<file path="src/verilog/pace_macros.svh">
// widths, level count and per-level period constants for the pacing core.
`ifndef PACE_MACROS_SVH
`define PACE_MACROS_SVH

`define PACE_CNT_W  16
`define PACE_PER_W  16
`define PACE_LEVELS 12

// asteroid spawn period, in clock cycles.
`define PACE_GEN_L0  16'd40
`define PACE_GEN_L1  16'd38
`define PACE_GEN_L2  16'd36
`define PACE_GEN_L3  16'd34
`define PACE_GEN_L4  16'd32
`define PACE_GEN_L5  16'd30
`define PACE_GEN_L6  16'd28
`define PACE_GEN_L7  16'd26
`define PACE_GEN_L8  16'd24
`define PACE_GEN_L9  16'd22
`define PACE_GEN_L10 16'd20
`define PACE_GEN_L11 16'd18

// asteroid move period.
`define PACE_AST_L0  16'd24
`define PACE_AST_L1  16'd22
`define PACE_AST_L2  16'd21
`define PACE_AST_L3  16'd20
`define PACE_AST_L4  16'd19
`define PACE_AST_L5  16'd18
`define PACE_AST_L6  16'd16
`define PACE_AST_L7  16'd15
`define PACE_AST_L8  16'd14
`define PACE_AST_L9  16'd13
`define PACE_AST_L10 16'd12
`define PACE_AST_L11 16'd10

// shot move period, never below 3.
`define PACE_SHOT_L0  16'd8
`define PACE_SHOT_L1  16'd8
`define PACE_SHOT_L2  16'd7
`define PACE_SHOT_L3  16'd7
`define PACE_SHOT_L4  16'd7
`define PACE_SHOT_L5  16'd6
`define PACE_SHOT_L6  16'd6
`define PACE_SHOT_L7  16'd6
`define PACE_SHOT_L8  16'd5
`define PACE_SHOT_L9  16'd5
`define PACE_SHOT_L10 16'd4
`define PACE_SHOT_L11 16'd4

`endif

</file>
<file path="src/verilog/pace_pkg.sv">
// pace_pkg with the period-set struct and the event-kind enum.
`include "pace_macros.svh"

package pace_pkg;

    // one row of the period table.
    typedef struct packed {
        logic [`PACE_PER_W-1:0] gen;   // spawn.
        logic [`PACE_PER_W-1:0] aste;  // asteroid move.
        logic [`PACE_PER_W-1:0] shot;  // shot move.
    } pace_periods_t;

    typedef enum logic [1:0] {
        ev_none      = 2'd0,
        ev_spawn     = 2'd1,
        ev_aste_move = 2'd2,
        ev_shot_move = 2'd3
    } event_kind_t;

endpackage

</file>
<file path="src/verilog/pace_if.sv">
// pace_if carrying level, periods, period_valid and restart to the pacers.
`timescale 1ns/1ps

interface pace_if;

    logic [3:0]              level;
    pace_pkg::pace_periods_t periods;
    logic                    period_valid; // low until first lookup.
    logic                    restart;      // clr delayed one cycle.

    modport ramp (
        output level,
        output periods,
        output period_valid,
        output restart
    );

    modport pacer (
        input level,
        input periods,
        input period_valid,
        input restart
    );

endinterface

</file>
<file path="src/verilog/asteroid_pacer.sv">
// asteroid_pacer with reloading spawn and asteroid-move down-counters.
`timescale 1ns/1ps
`include "pace_macros.svh"

module asteroid_pacer (
    input  logic  clock,
    input  logic  rst_n,
    pace_if.pacer pace,
    output logic  spawn_tick,
    output logic  aste_tick
);

    logic [`PACE_PER_W-1:0] gen_cnt;
    logic [`PACE_PER_W-1:0] aste_cnt;

    // reload picks up the latest period; an empty counter loads too.
    function automatic logic [`PACE_PER_W-1:0] next_count(
        input logic [`PACE_PER_W-1:0] cnt,
        input logic [`PACE_PER_W-1:0] per
    );
        if (cnt <= 1)
            return per;
        return cnt - 1'b1;
    endfunction

    always_ff @(posedge clock or negedge rst_n) begin
        if (!rst_n) begin
            gen_cnt  <= '0;
            aste_cnt <= '0;
        end else if (pace.restart) begin
            gen_cnt  <= pace.periods.gen;
            aste_cnt <= pace.periods.aste;
        end else if (pace.period_valid) begin
            gen_cnt  <= next_count(gen_cnt, pace.periods.gen);
            aste_cnt <= next_count(aste_cnt, pace.periods.aste);
        end
    end

    assign spawn_tick = pace.period_valid && (gen_cnt == 1);
    assign aste_tick  = pace.period_valid && (aste_cnt == 1);

endmodule

</file>
<file path="src/verilog/difficulty_ramp.sv">
// difficulty_ramp play-time counter with ripple carry and level/period lookup.
`timescale 1ns/1ps
`include "pace_macros.svh"

module difficulty_ramp #(
    parameter int step_len = 64
) (
    input  logic                   clock,
    input  logic                   rst_n,
    input  logic                   clr,
    input  logic                   ld,
    input  logic                   ent,
    input  logic                   enp,
    input  logic [`PACE_CNT_W-1:0] d,
    output logic [`PACE_CNT_W-1:0] q,
    output logic                   rco,
    pace_if.ramp                   pace
);

    localparam int max_count = `PACE_LEVELS * step_len;

    logic [`PACE_CNT_W-1:0] lookup_src;
    logic [3:0]             level_next;

    function automatic pace_pkg::pace_periods_t period_row(input logic [3:0] lvl);
        case (lvl)
            4'd0:    return '{`PACE_GEN_L0,  `PACE_AST_L0,  `PACE_SHOT_L0};
            4'd1:    return '{`PACE_GEN_L1,  `PACE_AST_L1,  `PACE_SHOT_L1};
            4'd2:    return '{`PACE_GEN_L2,  `PACE_AST_L2,  `PACE_SHOT_L2};
            4'd3:    return '{`PACE_GEN_L3,  `PACE_AST_L3,  `PACE_SHOT_L3};
            4'd4:    return '{`PACE_GEN_L4,  `PACE_AST_L4,  `PACE_SHOT_L4};
            4'd5:    return '{`PACE_GEN_L5,  `PACE_AST_L5,  `PACE_SHOT_L5};
            4'd6:    return '{`PACE_GEN_L6,  `PACE_AST_L6,  `PACE_SHOT_L6};
            4'd7:    return '{`PACE_GEN_L7,  `PACE_AST_L7,  `PACE_SHOT_L7};
            4'd8:    return '{`PACE_GEN_L8,  `PACE_AST_L8,  `PACE_SHOT_L8};
            4'd9:    return '{`PACE_GEN_L9,  `PACE_AST_L9,  `PACE_SHOT_L9};
            4'd10:   return '{`PACE_GEN_L10, `PACE_AST_L10, `PACE_SHOT_L10};
            default: return '{`PACE_GEN_L11, `PACE_AST_L11, `PACE_SHOT_L11};
        endcase
    endfunction

    always_ff @(posedge clock or negedge rst_n) begin
        if (!rst_n) begin
            q <= '0;
        end else if (clr) begin
            q <= '0;
        end else if (ld) begin
            q <= d;
        end else if (ent && enp && q < max_count) begin
            q <= q + 1'b1;
        end
    end

    assign rco = ent && (q >= max_count);

    // a clear maps straight to level 0, so restart reloads level-0 periods.
    assign lookup_src = clr ? '0 : q;

    // no gaps at the boundaries, everything above 11 steps is level 11.
    always_comb begin
        level_next = '0;
        for (int i = 1; i < `PACE_LEVELS; i++) begin
            if (lookup_src >= i * step_len)
                level_next = 4'(i);
        end
    end

    always_ff @(posedge clock or negedge rst_n) begin
        if (!rst_n) begin
            pace.level        <= '0;
            pace.periods      <= period_row(4'd0);
            pace.period_valid <= 1'b0;
            pace.restart      <= 1'b0;
        end else begin
            pace.level        <= level_next;
            pace.periods      <= period_row(level_next);
            pace.period_valid <= 1'b1;
            pace.restart      <= clr;
        end
    end

endmodule

</file>
<file path="src/verilog/event_arbiter.sv">
// event_arbiter merging three tick streams into one prioritized event stream.
`timescale 1ns/1ps

module event_arbiter (
    input  logic                  clock,
    input  logic                  rst_n,
    input  logic                  spawn_tick,
    input  logic                  aste_tick,
    input  logic                  shot_tick,
    output logic                  event_valid,
    output pace_pkg::event_kind_t event_kind
);

    logic [2:0]            pending;
    logic [2:0]            pend_all;
    logic [2:0]            grant;
    pace_pkg::event_kind_t kind_next;

    // bit 0 spawn, bit 1 asteroid move, bit 2 shot move.
    assign pend_all = pending | {shot_tick, aste_tick, spawn_tick};

    always_comb begin
        grant     = 3'b000;
        kind_next = pace_pkg::ev_none;
        if (pend_all[0]) begin
            grant     = 3'b001;
            kind_next = pace_pkg::ev_spawn;
        end else if (pend_all[1]) begin
            grant     = 3'b010;
            kind_next = pace_pkg::ev_aste_move;
        end else if (pend_all[2]) begin
            grant     = 3'b100;
            kind_next = pace_pkg::ev_shot_move;
        end
    end

    always_ff @(posedge clock or negedge rst_n) begin
        if (!rst_n) begin
            pending     <= 3'b000;
            event_valid <= 1'b0;
            event_kind  <= pace_pkg::ev_none;
        end else begin
            pending     <= pend_all & ~grant; // a repeat tick merges into its bit.
            event_valid <= |pend_all;
            event_kind  <= kind_next;
        end
    end

endmodule

</file>
<file path="src/verilog/game_pace_top.sv">
// game_pace_top wiring the ramp, both pacers and the event arbiter.
`timescale 1ns/1ps
`include "pace_macros.svh"

module game_pace_top #(
    parameter int step_len = 64
) (
    input  logic                   clock,
    input  logic                   rst_n,
    input  logic                   clr,
    input  logic                   ld,
    input  logic                   ent,
    input  logic                   enp,
    input  logic [`PACE_CNT_W-1:0] d,
    input  logic                   fire,
    output logic [`PACE_CNT_W-1:0] q,
    output logic                   rco,
    output logic [3:0]             level,
    output logic                   event_valid,
    output pace_pkg::event_kind_t  event_kind
);

    logic spawn_tick;
    logic aste_tick;
    logic shot_tick;

    pace_if pace_bus ();

    assign level = pace_bus.level;

    difficulty_ramp #(
        .step_len(step_len)
    ) u_ramp (
        .clock (clock),
        .rst_n (rst_n),
        .clr   (clr),
        .ld    (ld),
        .ent   (ent),
        .enp   (enp),
        .d     (d),
        .q     (q),
        .rco   (rco),
        .pace  (pace_bus.ramp)
    );

    asteroid_pacer u_aste (
        .clock      (clock),
        .rst_n      (rst_n),
        .pace       (pace_bus.pacer),
        .spawn_tick (spawn_tick),
        .aste_tick  (aste_tick)
    );

    shot_pacer u_shot (
        .clock     (clock),
        .rst_n     (rst_n),
        .pace      (pace_bus.pacer),
        .fire      (fire),
        .shot_tick (shot_tick)
    );

    event_arbiter u_arb (
        .clock       (clock),
        .rst_n       (rst_n),
        .spawn_tick  (spawn_tick),
        .aste_tick   (aste_tick),
        .shot_tick   (shot_tick),
        .event_valid (event_valid),
        .event_kind  (event_kind)
    );

endmodule

</file>
<file path="src/verilog/shot_pacer.sv">
// shot_pacer armed down-counter for shot-move ticks.
`timescale 1ns/1ps
`include "pace_macros.svh"

module shot_pacer (
    input  logic  clock,
    input  logic  rst_n,
    pace_if.pacer pace,
    input  logic  fire,
    output logic  shot_tick
);

    logic [`PACE_PER_W-1:0] shot_cnt;
    logic                   armed;

    always_ff @(posedge clock or negedge rst_n) begin
        if (!rst_n) begin
            armed    <= 1'b0;
            shot_cnt <= '0;
        end else if (pace.restart) begin
            armed    <= 1'b0; // game restart drops the shot.
            shot_cnt <= '0;
        end else if (fire) begin
            armed    <= 1'b1; // re-phase on every fire.
            shot_cnt <= pace.periods.shot;
        end else if (armed && pace.period_valid) begin
            if (shot_cnt <= 1)
                shot_cnt <= pace.periods.shot;
            else
                shot_cnt <= shot_cnt - 1'b1;
        end
    end

    assign shot_tick = armed && pace.period_valid && (shot_cnt == 1);

endmodule
</file>
<file path="config.mk">
export PLATFORM = sky130hd
export DESIGN_NAME = game_pace_top
export DESIGN_NICKNAME = d
export VERILOG_FILES = /design/src/verilog/pace_pkg.sv /design/src/verilog/pace_if.sv /design/src/verilog/asteroid_pacer.sv /design/src/verilog/difficulty_ramp.sv /design/src/verilog/event_arbiter.sv /design/src/verilog/game_pace_top.sv /design/src/verilog/shot_pacer.sv
export VERILOG_INCLUDE_DIRS = /design/src /design/src/verilog
export SDC_FILE = /design/constraint.sdc
export NUM_CORES = 1
export LEC_CHECK = 0
export BUFFER_PORTS_ARGS = -buffer_cell sky130_fd_sc_hd__buf_2
export CAP_MARGIN = 20
export CORE_UTILIZATION = 60
export CTS_BUF_LIST = sky130_fd_sc_hd__clkbuf_4
export DETAILED_ROUTE_END_ITERATION = 10
export MAX_ROUTING_LAYER = met4
export PLACE_DENSITY = 0.81
export SLEW_MARGIN = 25
export SYNTH_ARGS = -nofsm -noshare
export SYNTH_HDL_FRONTEND = slang
export SYNTH_SLANG_ARGS = --single-unit
export TNS_END_PERCENT = 1
</file>
<file path="constraint.sdc">
create_clock -name clock -period 4.77 [get_ports clock]
set_clock_uncertainty 0.05 [all_clocks]
set_input_delay 0.477 -clock clock [delete_from_list [all_inputs] [get_ports clock]]
set_output_delay 0.477 -clock clock [all_outputs]
set_load 0.005 [all_outputs]
</file>
==> metrics.md, run 1 <==
| Metric | Value |
|---|---|
| Outcome | completed |
| Clock slew seen by the registers of the worst setup and hold paths | 0.14 ns |
| Overflow after GRT | 0 |
| DIE HEIGHT | 90.4 um |
| Maximum vdd drop | 263 uV |
| FF+latch count, synth | 90 |
| WL/cell | 14.9 um |
| # rows | 31 |
| Worst hold path class | in2async |
| Core area | 7410 um^2 |
| Met2 usage | 0.414 |
| CTS buffer count | 9 |
| FILL cells | 565 |
| Die area | 8180 um^2 |
| Endpoints failing hold | 0 |
| TritonRoute pass-1 iters | 5 |
| IO Count | 47 |
| Post-route setup slack | 2.30 ns |
| Post-synthesis cell type count | 65 |
| Async S/R FF share, synth | 1.00 |
| Post-Syn Area | 4690 um^2 |
| Syn avg cell area | 9.71 um^2 |
| Commonest non-fill, non-tap cell in the layout | dfrtp_1 |
| Most Crowded Layer GR | met2 |
| Dpl ws | 2.34 ns |
| Share of layout cells above drive strength 1 | 0.156 |
| Post-Syn Nets | 521 |
| Htree depth | 3 |
| Max Root-Sink Buffers | 2 |
| Multi-input logic area | 2270 um^2 |
| Routed WL | 9.32 mm |
| Main synth FF type | dfrtp_1 |
| Die X-Extent | 90.4 um |
| Critical path type | reg2reg |
| Initial Util | 0.633 |
| Power density cells | 370 nW/um^2 |
| RSZ-0062 raised after global routing | no |
| Crit end category | flop |
| CTS tree | built |
| Starting DRT DRC Count | 248 |
| Placed cells | 608 |
| Antenna-violating nets left | 0 |
| PortBufs | 46 |
| Sequential Area | 2260 um^2 |
| Min Hold Slack | 0.0459 ns |
| Sequential area share after synthesis | 0.481 |
| Worst-skew pair later-pin latency | 0.42 ns |
| Gr usage total | 0.259 |
| Met1 Use GR | 0.336 |
| # setup viols final | 0 |
| Largest net degree at the start of global routing | 91 |
| Resized cells post-CTS | 0 |
| Post-synth top area cell | dfrtp_1 |
| Crit path time final | 2.47 ns |
| Synthesis Warnings | 0 |
| Global-route wire length before repair | 16.7 mm |
| Hold-fix buffer count after cts | 0 |
| Ranking of synthesized cells by area | dfrtp_1 45%, nor2_1 5.0%, ha_1 4.0% |
| DR vias | 3,675 |
| Total negative setup slack | 0 ns |
| Mapped Cells | 483 |
| Most frequent cells in the layout | 85 x dfrtp_1, 63 x nor2_1, 45 x buf_2 |
| Area fraction of the dominant cell type after synthesis | 0.453 |
| Lkg Pwr | 2.39 nW |
| Number of global-route vias before repair | 3,708 |
| Slew of the pin with the lowest slew margin | 0.779 ns |
| Hpwl dp | 6.47 mm |
| Non-Filler Instances | 624 |
| Final critical-path share of the clock period | 0.517 |
| Layout Cell Area excl Fill | 5100 um^2 |
| Clock sink count | 90 |
| Post-DR vias/cell | 5.89 |
| Area Growth Syn to Fin | 8.77% |
| Final-report max-slew violation count | 0 |
| Critical Path RT | 5.09 ns |
| Ant. Diodes | 0 |
| Post-synth EDFFs | 0 |
| Post-CTS Repair Setup Buffers | 0 |
| Startpoint types | flop |
| Crit path max fanout | 14 |
| Met3 Use GR | 0.0488 |
| Slew Limit Headroom | 0.481 |
| MaxCap Viol Count | 0 |
| Fmax | 405 MHz |
| Layout Nets | 558 |
| Residual DRC | 0 |
| Post-layout utilization of the core | 0.689 |
| Routability Congestion | 0.852 |
| Cell area after placement | 4970 um^2 |
| Tot Pwr | 1.89 mW |
| Initial antenna violation count | 0 |
| CTS root buf | clkbuf_4 |
| Arrival time at the worst endpoint | 2.78 ns |
[cells by family after synthesis]
kind of cell	share of synthesized area
adder cells (fa/ha/maj)	0.0400
AO/OA/AOI/OAI	0.127
XOR/XNOR	0.0635
AND/OR/NAND/NOR	0.221
multiplexers	0.0312
buffers and inverters	0.0357
flip-flops	0.481
other	0.000799
[flip-flops by register name (all words and copies together), names as in the netlist, 2 cells and up]
signal / flops
u_shot.shot_cnt: 16
u_arb.pending: 2
u_aste.aste_cnt: 16
u_ramp.pace.level: 4
u_ramp.pace.periods: 14
u_ramp.q: 16
u_arb.event_kind: 2
u_aste.gen_cnt: 16
[power by group]
part	total (mW)	switching [mW]	internal, mW
Combinational	0.527	0.295	0.232
Sequential	0.945	0.0950	0.850
Clock	0.416	0.258	0.158
Total	1.89	0.648	1.24
[synth_stat cells (3+ instances only)]
cell type / n
xnor2_1: 14
a21oi_1: 31
or3_1: 3
or4_1: 5
inv_1: 21
o2bb2ai_1: 3
ha_1: 15
buf_2: 5
nand3_1: 14
a21o_1: 3
nand2b_1: 4
or2_2: 3
dfrtp_1: 85
o21ai_0: 11
or4_4: 3
nor2b_1: 3
and2_1: 4
clkbuf_1: 11
nor3_1: 18
nor2_1: 63
mux2i_1: 12
and4_1: 4
nor4_1: 10
o31ai_1: 3
buf_1: 3
and3_1: 6
nand3b_1: 3
dfstp_2: 5
nand4_1: 6
xor2_1: 20
nand2_1: 36
o22ai_1: 6
o21a_1: 8
[area by class of cell]
class                      count  area share
multi-input combinational    351       0.444
clock inverter                 7      0.0135
clock buffer                   9      0.0132
inverter                      22      0.0162
sequential                    90       0.443
timing repair buffer          46      0.0463
tap                           99      0.0243
[worst max-delay path: stages, from the launching register on]
cell and delay, ns:
dfrtp_1 0.63, nand2_1 0.20, and3_1 0.28, a21oi_1 0.36, inv_1 0.18, ha_1 0.37
a31oi_1 0.20, o22a_1 0.16
[layer usage]
layer,vias to the layer above,part of all wire
met5,-,0
met4,0,0.015
met3,18,0.036
met2,88,0.48
met1,1791,0.46
li1,1778,-
[final timing paths]
kind                                       endpoint  depth (start not counted)  slack [ns]                     from
setup / recovery            u_ramp.pace.periods[16]                          7        2.30              u_ramp.q[8]
hold / removal                   u_aste.gen_cnt[14]                          1        0.05                    rst_n
setup reg to reg            u_ramp.pace.periods[16]                          7        2.30              u_ramp.q[8]
hold reg to reg                   u_aste.gen_cnt[4]                          2        0.41  u_ramp.pace.periods[36]
max in group asynchronous  u_ramp.pace.period_valid                          1        4.10                    rst_n
min in group clock                      u_ramp.q[0]                          3        0.24                     d[0]
Power figures use the tool's default switching activity.
==> inputs of run 2 (changes only) <==
--- a/config.mk
+++ b/config.mk
@@ -8,11 +8,11 @@
 export LEC_CHECK = 0
 export BUFFER_PORTS_ARGS = -buffer_cell sky130_fd_sc_hd__buf_2
 export CAP_MARGIN = 20
-export CORE_UTILIZATION = 60
+export CORE_UTILIZATION = 55
 export CTS_BUF_LIST = sky130_fd_sc_hd__clkbuf_4
 export DETAILED_ROUTE_END_ITERATION = 10
 export MAX_ROUTING_LAYER = met4
-export PLACE_DENSITY = 0.81
+export PLACE_DENSITY = 0.78
 export SLEW_MARGIN = 25
 export SYNTH_ARGS = -nofsm -noshare
 export SYNTH_HDL_FRONTEND = slang
==> constraint.sdc (replaced) <==
create_clock -name clock -period 2.1 [get_ports clock]
set_clock_uncertainty 0.05 [all_clocks]
set_input_delay 0.21 -clock clock [delete_from_list [all_inputs] [get_ports clock]]
set_output_delay 0.21 -clock clock [all_outputs]
set_load 0.005 [all_outputs]
==> metrics.md, run 2 (synthesis gave the netlist of run 1 again) <==
| Metric | Value |
|---|---|
| FILL cells | 610 (was 565) |
| Slew of the pin with the lowest slew margin | 0.501 ns (was 0.779 ns) |
| Maximum vdd drop | 376 uV (was 263 uV) |
| DIE HEIGHT | 94.4 um (was 90.4 um) |
| Total negative setup slack | 0 ns (unchanged) |
| Crit path max fanout | 4 (was 14) |
| Critical path, cell by cell | or4_4 > nor4_4 > buf_4 > nand4_1 > nor2b_4 > a21oi_2 (was nand2_1 > and3_1 > a21oi_1 > inv_1 > ha_1 > a31oi_1 > o22a_1) |
| Crit path time final | 2.06 ns (was 2.47 ns) |
| DR vias | 3,811 (was 3,675) |
| Endpoints failing hold | 0 (unchanged) |
| Routability Congestion | 0.866 (was 0.852) |
| Clock sink count | 90 (unchanged) |
| CTS buffer count | 9 (unchanged) |
| Startpoint types | flop (unchanged) |
| Max Root-Sink Buffers | 2 (unchanged) |
| Worst hold path class | in2reg (was in2async) |
| CTS root buf | clkbuf_4 (unchanged) |
| Starting DRT DRC Count | 237 (was 248) |
| Non-Filler Instances | 672 (was 624) |
| # setup viols final | 0 (unchanged) |
| Post-DR vias/cell | 5.67 (was 5.89) |
| Power density cells | 843 nW/um^2 (was 370 nW/um^2) |
| Multi-input logic area | 2320 um^2 (was 2270 um^2) |
| Largest net degree at the start of global routing | 39 (was 91) |
| Fmax | 485 MHz (was 405 MHz) |
| Overflow after GRT | 0 (unchanged) |
| PortBufs | 46 (unchanged) |
| Sequential Area | 2260 um^2 (about the same) |
| Worst-skew pair later-pin latency | 0.44 ns (was 0.42 ns) |
| Delay of the slowest cell on the worst path | 0.58 ns (was 0.63 ns) |
| Share of layout cells above drive strength 1 | 0.224 (was 0.156) |
| Most frequent cells in the layout | 84 x dfrtp_1, 63 x nor2_1, 45 x buf_2 (was 85 x dfrtp_1, 63 x nor2_1, 45 x buf_2) |
| Clock slew seen by the registers of the worst setup and hold paths | 0.16 ns (was 0.14 ns) |
| CTS tree | built (unchanged) |
| MaxCap Viol Count | 0 (unchanged) |
| Global-route wire length before repair | 16.8 mm (was 16.7 mm) |
| Hpwl dp | 7.13 mm (was 6.47 mm) |
| Antenna-violating nets left | 0 (unchanged) |
| RSZ-0062 raised after global routing | yes (was no) |
| Final critical-path share of the clock period | 0.981 (was 0.517) |
| Final-report max-slew violation count | 0 (unchanged) |
| Lkg Pwr | 2.63 nW (was 2.39 nW) |
| Outcome | completed (unchanged) |
| Routed WL | 10.1 mm (was 9.32 mm) |
| Residual DRC | 0 (unchanged) |
| Critical path type | reg2reg (unchanged) |
| Ant. Diodes | 0 (unchanged) |
| Core area | 8220 um^2 (was 7410 um^2) |
| Htree depth | 3 (unchanged) |
| Initial antenna violation count | 0 (unchanged) |
| Die area | 8900 um^2 (was 8180 um^2) |
| Commonest non-fill, non-tap cell in the layout | dfrtp_1 (unchanged) |
| Die X-Extent | 94.4 um (was 90.4 um) |
| Arrival time at the worst endpoint | 2.38 ns (was 2.78 ns) |
| Gr usage total | 0.252 (was 0.259) |
| Slowest cell on crit path | or4_4 (was dfrtp_1) |
| Layout Nets | 600 (was 558) |
| Slew Limit Headroom | 0.666 (was 0.481) |
| Initial Util | 0.571 (was 0.633) |
| WL/cell | 15.1 um (was 14.9 um) |
| IO Count | 47 (unchanged) |
| TritonRoute pass-1 iters | 5 (unchanged) |
| Area Growth Syn to Fin | 18.6% (was 8.77%) |
| Crit end category | flop (unchanged) |
| Critical Path RT | 2.42 ns (was 5.09 ns) |
| Placed cells | 643 (was 608) |
| Number of global-route vias before repair | 3,601 (was 3,708) |
| # rows | 33 (was 31) |
[run 2: routing by layer]
metal  up-vias  share of wire  global-route usage
met2        82           0.50               0.415
met1      1854           0.45               0.314
met4         0          0.015              0.0936
met5         -              0                   -
li1       1859              -                   -
met3        16          0.035              0.0386
[run 2: area by class of cell]
| type | instances | share of cell area |
|---|---|---|
| Timing Repair Buffer | 88 | 0.106 |
| Tap cell | 105 | 0.0236 |
| Clock inverter | 7 | 0.0193 |
| Sequential cell | 90 | 0.406 |
| Inverter | 22 | 0.0148 |
| Multi-Input combinational cell | 351 | 0.418 |
| Clock buffer | 9 | 0.0121 |
[run 2: worst max-delay path: cells and delay by family, from the launching register on]
family          cells  cell delay (ns)
compound gates      1             0.12
buf+inv             1             0.18
flops               1             0.43
simple gates        4             1.21
[run 2: what timing repair did]
item / CTS / global route
setup buffers: 0 / 2
hold buffers: 11 / 0
setup endpoints to repair: 1 / 24
gates resized for setup: 1 / 14
endpoints found under the hold margin: 46 / 0
pin swaps: 0 / 5
[run 2: through the flow]
| step | util | power, mW | area, um^2 | worst slack, ns | hold WS [ns] |
|---|---|---|---|---|---|
| global placement | 0.634 | 3.45 | 5210 | 0.120 | 0.150 |
| global route | 0.677 | 4.97 | 5560 | -0.0309 | 0.0212 |
| floorplan | - | 3.07 | 4700 | 0.00974 | -0.136 |
| detailed placement | 0.634 | 3.49 | 5210 | 0.0199 | 0.159 |
| CTS | 0.669 | 4.66 | 5500 | 0.00646 | 0.00134 |
| finish | 0.677 | 4.69 | 5560 | 0.0389 | 0.0178 |
[run 2: where the power goes]
group	leakage (nW)	internal, mW	switching (mW)
registers	1.17	1.93	0.199
logic	1.37	0.673	0.739
clock network	0.0910	0.508	0.641
total	2.63	3.11	1.58
[run 2: final timing paths]
| check | from | depth (start not counted) | slack (ns) | to |
|---|---|---|---|---|
| max | u_aste.aste_cnt[7] | 6 | 0.04 | u_arb.event_kind[1] |
| min | d[5] | 4 | 0.02 | u_ramp.q[5] |
| max reg2reg | u_aste.aste_cnt[7] | 6 | 0.04 | u_arb.event_kind[1] |
| min reg2reg | u_ramp.pace.periods[36] | 2 | 0.44 | u_aste.gen_cnt[4] |
| max in group asynchronous | rst_n | 3 | 1.12 | u_ramp.pace.periods[37] |
| min in group asynchronous | rst_n | 2 | 0.20 | u_aste.gen_cnt[12] |
==> inputs of run 3 (changes only) <==
--- a/config.mk
+++ b/config.mk
@@ -6,13 +6,13 @@
 export SDC_FILE = /design/constraint.sdc
 export NUM_CORES = 1
 export LEC_CHECK = 0
+export ABC_AREA = 1
 export BUFFER_PORTS_ARGS = -buffer_cell sky130_fd_sc_hd__buf_2
 export CAP_MARGIN = 20
-export CORE_UTILIZATION = 55
+export CORE_UTILIZATION = 56
 export CTS_BUF_LIST = sky130_fd_sc_hd__clkbuf_4
 export DETAILED_ROUTE_END_ITERATION = 10
-export MAX_ROUTING_LAYER = met4
-export PLACE_DENSITY = 0.78
+export PLACE_DENSITY = 0.79
 export SLEW_MARGIN = 25
 export SYNTH_ARGS = -nofsm -noshare
 export SYNTH_HDL_FRONTEND = slang
==> metrics.md, run 3 <==
| Metric | Value |
|---|---|
| Outcome | completed (unchanged) |
| Final-report max-slew violation count | 0 (unchanged) |
| Most common library cells after synthesis | 137 x nand2_1, 100 x nor2_1, 85 x dfrtp_1, 70 x inv_1, 38 x nand3_1 (was 85 x dfrtp_1, 63 x nor2_1, 36 x nand2_1, 31 x a21oi_1, 21 x inv_1) |
| FILL cells | 722 (was 610) |
| Worst-skew pair later-pin latency | 0.45 ns (was 0.44 ns) |
| Reg2reg end | u_ramp.pace.periods[17] (was u_arb.event_kind[1]) |
| Worst Hold End | u_ramp.q[12] (was u_ramp.q[5]) |
| R2R Setup Slk | 0.02 ns (was 0.04 ns) |
| CTS tree | built (unchanged) |
| Main synth FF type | dfrtp_1 (unchanged) |
| Overflow after GRT | 0 (unchanged) |
| Most frequent cells in the layout | 130 x nand2_1, 99 x nor2_1, 84 x dfrtp_1 (was 84 x dfrtp_1, 63 x nor2_1, 45 x buf_2) |
| CTS root buf | clkbuf_4 (unchanged) |
| MaxCap Viol Count | 0 (unchanged) |
| Power density cells | 1170 nW/um^2 (was 843 nW/um^2) |
| Crit path time final | 2.08 ns (was 2.06 ns) |
| # rows | 34 (was 33) |
| Commonest non-fill, non-tap cell in the layout | nand2_1 (was dfrtp_1) |
| Clock slew seen by the registers of the worst setup and hold paths | 0.15 ns (was 0.16 ns) |
| Sequential area share after synthesis | 0.449 (was 0.481) |
| Logic pwr share | 0.462 (was 0.301) |
| Max Root-Sink Buffers | 2 (unchanged) |
| Ant. Diodes | 0 (unchanged) |
| Share of layout cells above drive strength 1 | 0.209 (was 0.224) |
| Gr usage total | 0.251 (was 0.252) |
| Post-Syn Area | 5030 um^2 (was 4690 um^2) |
| DR vias | 4,508 (was 3,811) |
| Startpoint types | flop (unchanged) |
| Most frequent cell after synthesis | nand2_1 (was dfrtp_1) |
| Mapped Cells | 641 (was 483) |
| Lkg Pwr | 3.04 nW (was 2.63 nW) |
| Routability Congestion | 0.909 (was 0.866) |
| PortBufs | 46 (unchanged) |
| Die area | 9360 um^2 (was 8900 um^2) |
| Critical Path RT | 2.41 ns (was 2.42 ns) |
| Largest net degree at the start of global routing | 39 (unchanged) |
| Worst hold path class | in2reg (unchanged) |
| Cell area after placement | 5520 um^2 (was 5210 um^2) |
| Global-route wire length before repair | 19.3 mm (was 16.8 mm) |
| Routed WL | 11.1 mm (was 10.1 mm) |
| Internal power | 3.94 mW (was 3.11 mW) |
| Critical path type | reg2reg (unchanged) |
| Hpwl dp | 7.93 mm (was 7.13 mm) |
| Non-Filler Instances | 845 (was 672) |
| Arrival time at the worst endpoint | 2.39 ns (was 2.38 ns) |
| Worst setup path start | u_ramp.q[10] (was u_aste.aste_cnt[7]) |
| Post-synthesis cell type count | 38 (was 65) |
| Sequential Area | 2260 um^2 (unchanged) |
| Post-synth EDFFs | 0 (unchanged) |
| Area Growth Syn to Fin | 18.7% (was 18.6%) |
| Hold_sp | d[12] (was d[5]) |
| Post-DR vias/cell | 5.33 (was 5.67) |
| Sw Share | 0.434 (was 0.337) |
| Residual DRC | 0 (unchanged) |
| Async S/R FF share, synth | 1.00 (unchanged) |
| Initial Util | 0.576 (was 0.571) |
| Hold path depth | 3 (was 4) |
| Cell depth of the worst flop-to-flop path | 9 (was 6) |
| Endpoints failing hold | 0 (unchanged) |
| FF+latch count, synth | 90 (unchanged) |
| Antenna-violating nets left | 0 (unchanged) |
| Post-layout utilization of the core | 0.684 (was 0.677) |
| RSZ-0062 raised after global routing | yes (unchanged) |
| Ranking of synthesized cells by area | dfrtp_1 42%, nand2_1 10%, nor2_1 7.5% (was dfrtp_1 45%, nor2_1 5.0%, ha_1 4.0%) |
| Layout Nets | 770 (was 600) |
| Multi-input logic area | 2490 um^2 (was 2320 um^2) |
| IO Count | 47 (unchanged) |
| Crit end category | flop (unchanged) |
| Fmax | 481 MHz (was 485 MHz) |
| Crit path max fanout | 8 (was 4) |
| Final critical-path share of the clock period | 0.989 (was 0.981) |
| Post-synth top area cell | dfrtp_1 (unchanged) |
| Post-Syn Nets | 679 (was 521) |
| Area fraction of the dominant cell type after synthesis | 0.423 (was 0.453) |
| Maximum vdd drop | 380 uV (was 376 uV) |
| Clock power share | 0.145 (was 0.245) |
| Share of power burned in registers | 0.394 (was 0.454) |
| Net Switching | 3.03 mW (was 1.58 mW) |
| Die X-Extent | 96.7 um (was 94.4 um) |
| Synthesis Warnings | 0 (unchanged) |
| Layout Cell Area excl Fill | 5970 um^2 (was 5560 um^2) |
| CTS buffer count | 9 (unchanged) |
| Core area | 8720 um^2 (was 8220 um^2) |
| Reg2reg start | u_ramp.q[10] (was u_aste.aste_cnt[7]) |
| TritonRoute pass-1 iters | 5 (unchanged) |
| WL/cell | 13.2 um (was 15.1 um) |
| Starting DRT DRC Count | 163 (was 237) |
| # setup viols final | 0 (unchanged) |
| Number of global-route vias before repair | 4,367 (was 3,601) |
| Clock sink count | 90 (unchanged) |
| Syn avg cell area | 7.84 um^2 (was 9.71 um^2) |
| Initial antenna violation count | 0 (unchanged) |
| Htree depth | 3 (unchanged) |
| Placed cells | 805 (was 643) |
| DIE HEIGHT | 96.7 um (was 94.4 um) |
-- run 3: critical path, stage by stage (launching register included) --
cell	delay [ns]
dfrtp_1	0.45
o21ai_4	0.21
nand2_2	0.10
nor2_4	0.14
buf_4	0.18
o211ai_1	0.14
nand2_1	0.15
inv_2	0.09
ha_4	0.25
a221oi_2	0.23
-- run 3: through the flow --
step                total power, mW  setup WS (ns)  hold slack, ns   TNS, ns
floorplan                      5.08        -0.0305          -0.136   -0.0305
global route                   7.62         -0.120          0.0546    -0.475
detailed placement             5.80        -0.0426           0.159   -0.0426
finish                         6.97         0.0228          0.0183         0
CTS                            6.86       -0.00993         0.00532  -0.00993
global placement               5.67         0.0729           0.157         0
-- run 3: worst max-delay path by stage --
stage                              endpoint  slack, ns  cells past startpoint
floorplan           u_ramp.pace.periods[17]      -0.03                     14
global placement    u_ramp.pace.periods[17]       0.07                     15
detailed placement  u_ramp.pace.periods[17]      -0.04                     15
CTS                 u_ramp.pace.periods[17]      -0.01                     13
global route        u_ramp.pace.periods[17]      -0.12                     10
finish              u_ramp.pace.periods[17]       0.02                      9
-- run 3: logic make-up (layout without fill, tap and decap cells) --
logic type / count (synthesis) / after routing / share of synthesized area
muxes: 3 / 3 / 0.00597
DFF: 90 / 90 / 0.449
buffers and inverters: 91 / 187 / 0.0739
other: 1 / 1 / 0.000746
adders and majority gates: 15 / 15 / 0.0373
xor gates and xnor gates: 35 / 35 / 0.0610
AOI/OAI and AO/OA: 85 / 85 / 0.0956
and+or+nand+nor: 321 / 321 / 0.276
-- run 3: layout make-up --
type                       count  share of cell area
clock buffer                   9              0.0113
clock inverter                 7              0.0130
inverter                      79              0.0512
multi-input combinational    460               0.418
sequential                    90               0.379
tap                          108              0.0227
timing repair buffer          91               0.104
timing repair inverter         1             0.00126
-- run 3: metal layers --
layer / track usage / vias up / share of wire / wire length (um)
li1: - / 2235 / - / -
met1: 0.307 / 2100 / 0.42 / 4670
met2: 0.434 / 140 / 0.50 / 5600
met3: 0.0347 / 33 / 0.043 / 478
met4: 0.129 / 0 / 0.034 / 376
met5: 0 / - / 0 / 0
-- run 3: what timing repair did --
item	4_1_cts	5_1_grt
gates cloned	0	1
pin swaps	4	7
resized for setup	5	21
buffers inserted	3	6
endpoints found under the setup margin	3	22
hold buffers	14	0
endpoints found under the hold margin	49	0
-- run 3: power by group through the flow --
stage	clock network, mW	logic (mW)	registers, mW
3_3_place_gp	0	2.92	2.75
4_1_cts	1.03	3.09	2.74
5_1_grt	1.09	3.71	2.82
3_5_place_dp	0	3.03	2.78
6_report	1.01	3.22	2.74
2_1_floorplan	0	2.39	2.69
